`src/design/snn_cfg.svh`:
```
// SNN core configuration macros
// Array sizes, datapath widths and the configuration address map
`ifndef SNN_CFG_SVH
`define SNN_CFG_SVH

// ------------------------------------------------------------
// Array sizes
`define SNN_NUM_AXONS         8
`define SNN_NUM_NEURONS       8
`define SNN_QUEUE_DEPTH       8
`define SNN_AXON_ID_W         $clog2(`SNN_NUM_AXONS)
`define SNN_NEURON_ID_W       $clog2(`SNN_NUM_NEURONS)

// Datapath widths
`define SNN_WEIGHT_W          8
`define SNN_POT_W             16
`define SNN_CNT_W             16
`define SNN_CFG_ADDR_W        8
`define SNN_CFG_DATA_W        16

// ------------------------------------------------------------
// Configuration address map
`define SNN_ADDR_CTRL         8'h00
`define SNN_ADDR_THRESH       8'h04
`define SNN_ADDR_LEAK         8'h08
`define SNN_ADDR_IRQ_THRESH   8'h0C
// Weight region, addr[5:3] axon and addr[2:0] neuron
`define SNN_ADDR_WEIGHT_BASE  8'h80
`define SNN_ADDR_WEIGHT_MASK  8'hC0

// Control register bits
`define SNN_CTRL_EN_BIT       0
`define SNN_CTRL_IRQ_EN_BIT   1
`define SNN_CTRL_CLEAR_BIT    2

`endif

```
`src/design/snn_pkg.sv`:
```
// SNN core types
// Id, weight, potential and count vectors plus the fan-out FSM states
package snn_pkg;

`include "snn_cfg.svh"

    // ------------------------------------------------------------
    // Identifiers
    typedef logic [`SNN_AXON_ID_W-1:0]   axon_id_t;
    typedef logic [`SNN_NEURON_ID_W-1:0] neuron_id_t;

    // Synaptic weight, two's complement
    typedef logic signed [`SNN_WEIGHT_W-1:0] weight_t;

    // Membrane potential, also used for threshold and leak
    typedef logic [`SNN_POT_W-1:0] potential_t;

    // Delivered spike count and interrupt threshold
    typedef logic [`SNN_CNT_W-1:0] spike_cnt_t;

    // ------------------------------------------------------------
    // Fan-out FSM
    typedef enum logic {
        fo_idle,
        // Walking neurons 0..N-1 for the latched axon
        fo_sweep
    } fanout_state_t;

endpackage

```
`src/design/spike_event_if.sv`:
```
// Weighted synaptic event link
// Carries one neuron id and weight per valid/ready transfer
`timescale 1ns/10ps

interface spike_event_if import snn_pkg::*; ();

    // Event held stable until ready
    logic       valid;
    neuron_id_t neuron;
    weight_t    weight;

    // Neuron array can take an event
    logic       ready;

    // Fan-out side
    modport src (output valid, output neuron, output weight, input ready);

    // Neuron array side
    modport dst (input valid, input neuron, input weight, output ready);

endinterface

```
`src/design/snn_cfg_regs.sv`:
```
// SNN configuration registers
// Decodes register writes into global settings and weight-table writes
`timescale 1ns/10ps
`include "snn_cfg.svh"

module snn_cfg_regs import snn_pkg::*; (
    input  logic                       sys_clk,
    input  logic                       sys_rst_n,
    input  logic                       cfg_we,
    input  logic [`SNN_CFG_ADDR_W-1:0] cfg_addr,
    input  logic [`SNN_CFG_DATA_W-1:0] cfg_wdata,
    output logic                       enable,
    output logic                       irq_enable,
    output logic                       clear,
    output potential_t                 threshold,
    output potential_t                 leak,
    output spike_cnt_t                 irq_threshold,
    output logic                       wt_we,
    output axon_id_t                   wt_axon,
    output neuron_id_t                 wt_neuron,
    output weight_t                    wt_data
);

    // Address decode
    logic ctrl_hit;
    logic wt_hit;

    assign ctrl_hit = cfg_we && (cfg_addr == `SNN_ADDR_CTRL);
    assign wt_hit   = cfg_we &&
                      ((cfg_addr & `SNN_ADDR_WEIGHT_MASK) == `SNN_ADDR_WEIGHT_BASE);

    // ------------------------------------------------------------
    // Global settings
    always_ff @(posedge sys_clk) begin
        if (!sys_rst_n) begin
            enable        <= 1'b0;
            irq_enable    <= 1'b0;
            clear         <= 1'b0;
            threshold     <= '0;
            leak          <= '0;
            irq_threshold <= '0;
        end else begin
            // Clear only lives for the cycle after the write
            clear <= ctrl_hit && cfg_wdata[`SNN_CTRL_CLEAR_BIT];
            if (ctrl_hit) begin
                enable     <= cfg_wdata[`SNN_CTRL_EN_BIT];
                irq_enable <= cfg_wdata[`SNN_CTRL_IRQ_EN_BIT];
            end
            if (cfg_we && cfg_addr == `SNN_ADDR_THRESH)
                threshold <= cfg_wdata;
            if (cfg_we && cfg_addr == `SNN_ADDR_LEAK)
                leak <= cfg_wdata;
            if (cfg_we && cfg_addr == `SNN_ADDR_IRQ_THRESH)
                irq_threshold <= cfg_wdata;
        end
    end

    // ------------------------------------------------------------
    // Weight write command
    always_ff @(posedge sys_clk) begin
        if (!sys_rst_n)
            wt_we <= 1'b0;
        else
            wt_we <= wt_hit;
    end

    // Split fields, meaningful only with wt_we
    always_ff @(posedge sys_clk) begin
        wt_axon   <= cfg_addr[5:3];
        wt_neuron <= cfg_addr[2:0];
        wt_data   <= cfg_wdata[`SNN_WEIGHT_W-1:0];
    end

endmodule

```
`src/design/synapse_fanout.sv`:
```
// Synapse fan-out
// Holds the weight table and expands each axon spike into one event per neuron
`timescale 1ns/10ps
`include "snn_cfg.svh"

module synapse_fanout import snn_pkg::*; (
    input  logic       sys_clk,
    input  logic       sys_rst_n,
    input  logic       enable,
    input  logic       in_valid,
    output logic       in_ready,
    input  axon_id_t   in_axon,
    input  logic       wt_we,
    input  axon_id_t   wt_axon,
    input  neuron_id_t wt_neuron,
    input  weight_t    wt_data,
    spike_event_if.src ev
);

    weight_t       weight_mem [`SNN_NUM_AXONS][`SNN_NUM_NEURONS];
    fanout_state_t state;
    axon_id_t      cur_axon;
    neuron_id_t    cur_neuron;
    logic          ev_xfer;
    logic          last_neuron;

    // ------------------------------------------------------------
    // Weight table, all zero out of reset
    always_ff @(posedge sys_clk) begin
        if (!sys_rst_n) begin
            for (int a = 0; a < `SNN_NUM_AXONS; a++)
                for (int n = 0; n < `SNN_NUM_NEURONS; n++)
                    weight_mem[a][n] <= '0;
        end else if (wt_we) begin
            weight_mem[wt_axon][wt_neuron] <= wt_data;
        end
    end

    // Accept new axons only while idle and enabled
    assign in_ready    = (state == fo_idle) && enable;
    assign ev_xfer     = ev.valid && ev.ready;
    assign last_neuron = (cur_neuron == neuron_id_t'(`SNN_NUM_NEURONS - 1));

    // Event fields straight from the table row
    assign ev.valid  = (state == fo_sweep);
    assign ev.neuron = cur_neuron;
    assign ev.weight = weight_mem[cur_axon][cur_neuron];

    // ------------------------------------------------------------
    // Idle / sweep FSM
    always_ff @(posedge sys_clk) begin
        if (!sys_rst_n) begin
            state      <= fo_idle;
            cur_neuron <= '0;
        end else begin
            case (state)
                fo_idle: if (in_valid && in_ready) begin
                    state      <= fo_sweep;
                    cur_neuron <= '0;
                end
                fo_sweep: if (ev_xfer) begin
                    // Back to idle once the last neuron has gone out
                    if (last_neuron)
                        state <= fo_idle;
                    cur_neuron <= cur_neuron + 1'b1;
                end
                default: state <= fo_idle;
            endcase
        end
    end

    // Latched axon, payload only
    always_ff @(posedge sys_clk) begin
        if (in_valid && in_ready)
            cur_axon <= in_axon;
    end

endmodule

```
`src/design/lif_neuron_array.sv`:
```
// Leaky integrate-and-fire neuron array
// Integrates weighted events, leaks on step and registers fired neuron ids
`timescale 1ns/10ps
`include "snn_cfg.svh"

module lif_neuron_array import snn_pkg::*; (
    input  logic       sys_clk,
    input  logic       sys_rst_n,
    input  logic       step,
    input  potential_t threshold,
    input  potential_t leak,
    spike_event_if.dst ev,
    output logic       fire_valid,
    input  logic       fire_ready,
    output neuron_id_t fire_neuron
);

    potential_t                 pot [`SNN_NUM_NEURONS];
    potential_t                 tgt_leaked;
    potential_t                 tgt_next;
    logic signed [`SNN_POT_W+1:0] tgt_sum;
    logic                       ev_xfer;
    logic                       fire_now;

    // Leak with floor at zero, bypassed without a step
    function automatic potential_t leak_of(potential_t p);
        if (!step)
            return p;
        return (p > leak) ? potential_t'(p - leak) : '0;
    endfunction

    // Stall events only while a fired id waits downstream
    assign ev.ready = !fire_valid || fire_ready;
    assign ev_xfer  = ev.valid && ev.ready;

    // ------------------------------------------------------------
    // Target neuron update, leak first then add
    always_comb begin
        tgt_leaked = leak_of(pot[ev.neuron]);
        tgt_sum    = $signed({2'b00, tgt_leaked}) + ev.weight;
        // Clamp at zero and at full scale
        if (tgt_sum < 0)
            tgt_next = '0;
        else if (tgt_sum > $signed({2'b00, {`SNN_POT_W{1'b1}}}))
            tgt_next = '1;
        else
            tgt_next = tgt_sum[`SNN_POT_W-1:0];
    end

    assign fire_now = ev_xfer && (tgt_next >= threshold);

    // Potentials
    always_ff @(posedge sys_clk) begin
        if (!sys_rst_n) begin
            for (int i = 0; i < `SNN_NUM_NEURONS; i++)
                pot[i] <= '0;
        end else begin
            for (int i = 0; i < `SNN_NUM_NEURONS; i++) begin
                if (ev_xfer && ev.neuron == neuron_id_t'(i))
                    pot[i] <= fire_now ? '0 : tgt_next;
                else
                    pot[i] <= leak_of(pot[i]);
            end
        end
    end

    // ------------------------------------------------------------
    // One-entry fired spike register
    always_ff @(posedge sys_clk) begin
        if (!sys_rst_n)
            fire_valid <= 1'b0;
        else if (fire_now)
            fire_valid <= 1'b1;
        else if (fire_ready)
            fire_valid <= 1'b0;
    end

    always_ff @(posedge sys_clk) begin
        if (fire_now)
            fire_neuron <= ev.neuron;
    end

endmodule

```
`src/design/spike_out_queue.sv`:
```
// Output spike queue
// FIFO of fired neuron ids with a delivered-spike counter and interrupt
`timescale 1ns/10ps
`include "snn_cfg.svh"

module spike_out_queue import snn_pkg::*; (
    input  logic       sys_clk,
    input  logic       sys_rst_n,
    input  logic       clear,
    input  logic       irq_enable,
    input  spike_cnt_t irq_threshold,
    input  logic       fire_valid,
    output logic       fire_ready,
    input  neuron_id_t fire_neuron,
    output logic       out_valid,
    input  logic       out_ready,
    output neuron_id_t out_neuron,
    output spike_cnt_t spike_count,
    output logic       interrupt
);

    localparam int PTR_W = $clog2(`SNN_QUEUE_DEPTH);

    neuron_id_t       mem [`SNN_QUEUE_DEPTH];
    logic [PTR_W-1:0] wr_ptr;
    logic [PTR_W-1:0] rd_ptr;
    logic [PTR_W:0]   count;
    logic             push;
    logic             pop;

    // Full blocks the neuron array, empty hides the head
    assign fire_ready = (count != (PTR_W+1)'(`SNN_QUEUE_DEPTH));
    assign out_valid  = (count != '0);
    assign out_neuron = mem[rd_ptr];

    assign push = fire_valid && fire_ready;
    assign pop  = out_valid && out_ready;

    // ------------------------------------------------------------
    // Storage
    always_ff @(posedge sys_clk) begin
        if (push)
            mem[wr_ptr] <= fire_neuron;
    end

    // Pointers wrap on the power-of-two depth
    always_ff @(posedge sys_clk) begin
        if (!sys_rst_n) begin
            wr_ptr <= '0;
            rd_ptr <= '0;
            count  <= '0;
        end else begin
            if (push)
                wr_ptr <= wr_ptr + 1'b1;
            if (pop)
                rd_ptr <= rd_ptr + 1'b1;
            if (push && !pop)
                count <= count + 1'b1;
            else if (pop && !push)
                count <= count - 1'b1;
        end
    end

    // ------------------------------------------------------------
    // Delivered spike counter and level interrupt
    always_ff @(posedge sys_clk) begin
        if (!sys_rst_n || clear) begin
            spike_count <= '0;
            interrupt   <= 1'b0;
        end else begin
            if (pop)
                spike_count <= spike_count + 1'b1;
            interrupt <= irq_enable && (spike_count >= irq_threshold);
        end
    end

endmodule

```
`src/design/snn_core_top.sv`:
```
// SNN core top level
// Configuration, synapse fan-out, LIF neuron array and output queue
`timescale 1ns/10ps
`include "snn_cfg.svh"

module snn_core_top (
    input  logic                          sys_clk,
    input  logic                          sys_rst_n,
    // Register writes
    input  logic                          cfg_we,
    input  logic [`SNN_CFG_ADDR_W-1:0]    cfg_addr,
    input  logic [`SNN_CFG_DATA_W-1:0]    cfg_wdata,
    // Time step pulse
    input  logic                          step,
    // Input axon spikes
    input  logic                          in_valid,
    output logic                          in_ready,
    input  logic [`SNN_AXON_ID_W-1:0]     in_axon,
    // Output neuron spikes
    output logic                          out_valid,
    input  logic                          out_ready,
    output logic [`SNN_NEURON_ID_W-1:0]   out_neuron,
    // Status
    output logic [`SNN_CNT_W-1:0]         spike_count,
    output logic                          interrupt
);

    // ------------------------------------------------------------
    // Internal wiring
    logic                        enable;
    logic                        irq_enable;
    logic                        clear;
    logic [`SNN_POT_W-1:0]       threshold;
    logic [`SNN_POT_W-1:0]       leak;
    logic [`SNN_CNT_W-1:0]       irq_threshold;
    logic                        wt_we;
    logic [`SNN_AXON_ID_W-1:0]   wt_axon;
    logic [`SNN_NEURON_ID_W-1:0] wt_neuron;
    logic [`SNN_WEIGHT_W-1:0]    wt_data;
    logic                        fire_valid;
    logic                        fire_ready;
    logic [`SNN_NEURON_ID_W-1:0] fire_neuron;

    // Fan-out to neuron events
    spike_event_if ev ();

    snn_cfg_regs i_cfg_regs (
        .sys_clk, .sys_rst_n, .cfg_we, .cfg_addr, .cfg_wdata,
        .enable, .irq_enable, .clear, .threshold, .leak, .irq_threshold,
        .wt_we, .wt_axon, .wt_neuron, .wt_data
    );

    synapse_fanout i_fanout (
        .sys_clk, .sys_rst_n, .enable, .in_valid, .in_ready, .in_axon,
        .wt_we, .wt_axon, .wt_neuron, .wt_data, .ev(ev.src)
    );

    lif_neuron_array i_neurons (
        .sys_clk, .sys_rst_n, .step, .threshold, .leak, .ev(ev.dst),
        .fire_valid, .fire_ready, .fire_neuron
    );

    // Output side with counter and interrupt
    spike_out_queue i_queue (
        .sys_clk, .sys_rst_n, .clear, .irq_enable, .irq_threshold,
        .fire_valid, .fire_ready, .fire_neuron,
        .out_valid, .out_ready, .out_neuron, .spike_count, .interrupt
    );

endmodule

```
`config.mk`:
```
export PLATFORM = sky130hd
export DESIGN_NAME = snn_core_top
export DESIGN_NICKNAME = d
export VERILOG_FILES = /design/src/design/snn_pkg.sv /design/src/design/spike_event_if.sv /design/src/design/snn_cfg_regs.sv /design/src/design/synapse_fanout.sv /design/src/design/lif_neuron_array.sv /design/src/design/spike_out_queue.sv /design/src/design/snn_core_top.sv
export VERILOG_INCLUDE_DIRS = /design/src /design/src/design
export SDC_FILE = /design/constraint.sdc
export NUM_CORES = 2
export LEC_CHECK = 0
export BUFFER_PORTS_ARGS = -buffer_cell sky130_fd_sc_hd__buf_4
export CAP_MARGIN = 30
export CORE_MARGIN = 2
export CORE_UTILIZATION = 28
export DETAILED_ROUTE_END_ITERATION = 10
export MAX_ROUTING_LAYER = met4
export PLACE_DENSITY = 0.38
export SLEW_MARGIN = 20
export SYNTH_ARGS = -nofsm -noshare
export SYNTH_HDL_FRONTEND = slang
export SYNTH_SLANG_ARGS = --single-unit
```
`constraint.sdc`:
```
create_clock -name sys_clk -period 20.5 [get_ports sys_clk]
set_input_delay 3.075 -clock sys_clk [delete_from_list [all_inputs] [get_ports sys_clk]]
set_output_delay 3.075 -clock sys_clk [all_outputs]
set_load 0.01 [all_outputs]
```
==> flow_summary.yaml <==
outcome:
  status: "finished, final reports clean"
clock_tree:
  cts_sinks: 777
  cts_resized: 0
  cts_buffers: 97
  postCtsSetupRepairBufs: 0
  clk_pin_slew_ns: 0.06
  htreeDepth: 3
  cts_hold_buf: 0
  clk_latency_ns: 0.71
  cts_tree: "yes"
  clk_path_buf_depth: 3
  root_buffer: "clkbuf_16"
floorplan:
  die_w_um: 395
  initial_utilization_pct: 28.2
  die_h_um: 395
  num_rows: 143
  core_area_um2: 152000
  die_area_um2: 156000
  design.portCount: 55
route:
  wl_per_cell_um: 25.9
  firstDrtPassIters: 5
  dr_total_vias: 27900
  drtIter0Drc: 1982
  routed_wl_um: 146000
  postRouteAntennaNets: 0
  drc: 0
  via_per_inst: 4.94
synthesis:
  synth-seq-cells: 777
  synth_ff_type: "edfxtp_1"
  synth-warning-count: 0
  syn_nets: 3713
  yosysUniqueCellTypes: 82
  synthArstFlopShare_pct: 0
  synth_seq_area_share_pct: 52.0
  synth.avg_cell_area_um2: 12.4
  synth_area_um2: 42800
  ys_top_cells_by_area: "edfxtp_1 47%, mux4_2 10%, and2_1 7.6%, ha_1 6.0%, dfxtp_1 5.0%"
  syn_inst: 3463
  netlist.area_leader.share_pct: 47.0
  synth_enable_flop_cells: 670
  synth_top_area_cell: "edfxtp_1"
power:
  leakage_uw: 0.0182
  vdd_ir_drop_max_mv: 0.105
  powerDensity_nw_per_um2: 121
critical_path:
  start_kind: "flop"
  worst-path-buf-inv: 4
  crit_fanout: 26
  path_class: "flop to flop"
  path_delay_family: "compound AO/OA/AOI/OAI gates"
  crit_path_top_delay_cell: "nor2_1"
  slowest_delay_ns: 0.84
  cp-end-kind: "flop"
  path_common_cell: "a21oi_1"
  required_ns: 21.04
  cp.arrival_ns: 10.54
sta:
  hold_viol: 0
  setup_viol: 0
  worst_slew_pin_slew_ns: 1.02
  slew_headroom_pct: 31.6
  clock.fmax_mhz: 100
  maxSlewViolCount: 0
  hold_slack_ns: 0.452
  period_share_pct: 48.8
  fin_skew_ns: 0.0469
  finalSetupTns_ns: 0
  rsz0062_at_grt: "false"
  post-route-min-period_ns: 10.00
placement:
  place_hpwl_um: 102000
  dp_cells: 5469
  gp_congestion: 0.850
  port_buffers: 54
global_routing:
  grt_max_degree: 71
  gr-usage-met1_pct: 25.6
  antenna_found_initial: 4
  gr-total-overflow: 0
  track_usage_pct: 19.2
  grtUsageMet2_pct: 31.1
  grt_pass1_vias: 27900
  grt_pass1_wl_um: 211000
  busiest_layer: "met2"
  use_met3_pct: 2.19
job:
  drv_cap: 0
finish:
  final_common_cell: "edfxtp_1"
  area_growth_pct: 14.8
  layout-drive-gt1-share_pct: 15.6
  nFillCells: 15200
  stdcell_count: 5652
  final_cell_mix: "670 x edfxtp_1, 522 x and2_1, 218 x nand2_1, 206 x ha_1, 199 x mux4_2"
  fin_nets: 3792
hold_path:
  min_path_type: "flop to flop"
[cell type report]
cell class	count	area (µm²)	share of cell area, %
inverter	110	413	0.840
clock buffer	132	2700	5.50
multi-input combinational	2395	19400	39.5
tap	2030	2540	5.17
antenna	1	2.50	0.00509
timing repair buffer	161	1260	2.56
clock inverter	46	523	1.06
sequential	777	22300	45.3
[path summary, 6_finish.rpt]
| path | cells after the start | to | startpoint | slack [ns] |
|---|---|---|---|---|
| max | 37 | i_neurons.pot[2][4]$_SDFFCE_PN0P_ | flop | 10.50 |
| min | 2 | i_cfg_regs.irq_threshold[13]$_SDFFE_PN0P_ | i_cfg_regs.irq_threshold[13]$_SDFFE_PN0P_ | 0.45 |
| max reg2reg | 37 | i_neurons.pot[2][4]$_SDFFCE_PN0P_ | flop | 10.50 |
| min reg2reg | 2 | i_cfg_regs.irq_threshold[13]$_SDFFE_PN0P_ | i_cfg_regs.irq_threshold[13]$_SDFFE_PN0P_ | 0.45 |
[logic make-up (layout without fill, tap and decap cells)]
group / after synthesis / after routing / synth area share, %
and+or+nand+nor: 1140 / 1140 / 14.3
buffers and inverters: 291 / 449 / 2.66
xor gates and xnor gates: 147 / 147 / 3.05
muxes: 227 / 227 / 11.3
AOI/OAI and AO/OA: 664 / 664 / 10.2
other: 0 / 1 / 0
DFF: 777 / 777 / 52.0
adders and majority gates: 217 / 217 / 6.53
[sequential cells by signal (all words and copies together) (netlist names), 3 cells and up, named ones only]
name and cells:
i_neurons.fire_neuron 3, i_queue.spike_count 16, i_fanout.ev.neuron 3, i_fanout.weight_mem 512, i_fanout.cur_axon 3, i_cfg_regs.irq_threshold 16, i_neurons.pot 128, i_cfg_regs.wt_axon 3
i_cfg_regs.wt_data 8, i_queue.wr_ptr 3, i_cfg_regs.leak 16, i_queue.mem 24, i_cfg_regs.wt_neuron 3, i_queue.rd_ptr 3, i_cfg_regs.threshold 16, i_queue.count 4
[per-layer routing]
metal / wire length (µm) / vias up / part of all wire [%]
met5: 0 / - / 0
met4: 3640 / 0 / 2.5
met3: 4440 / 184 / 3.0
met2: 70700 / 473 / 48
met1: 67500 / 14100 / 46
li1: - / 13100 / -
[stage by stage]
stage | worst slack, ns | cell area, µm² | util, % | power, µW
2_1_floorplan | 11.53 | 42800 | - | 3410
3_3_place_gp | 10.31 | 45700 | 30.1 | 4150
3_5_place_dp | 10.50 | 45900 | 30.2 | 4180
4_1_cts | 10.47 | 49100 | 32.3 | 5990
5_1_grt | 9.75 | 49200 | 32.4 | 6240
6_report | 10.50 | 49200 | 32.4 | 5930
[power by group]
part | switching [µW] | internal, µW
logic | 1250 | 854
registers | 157 | 1890
clock network | 726 | 1050
[synth_stat cells, types with 70 or more instances]
cell type / count
a21oi_1: 187
inv_1: 108
dfxtp_1: 107
a21o_1: 70
o21ai_0: 141
ha_1: 206
and2_1: 522
nor2_1: 182
a22o_1: 98
edfxtp_1: 670
clkbuf_1: 136
mux4_2: 199
nand2_1: 218
xnor2_1: 81
[worst register-to-register path, delay by kind of cell, from the launching register on]
kind | cells | cell delay (ns)
AO/OA/AOI/OAI | 19 | 4.17
AND/OR/NAND/NOR | 7 | 1.89
adder cells (fa/ha/maj) | 5 | 1.53
buffers and inverters | 4 | 0.88
multiplexers | 2 | 0.83
flip-flops | 1 | 0.56
(Power assumes the default switching activity.)
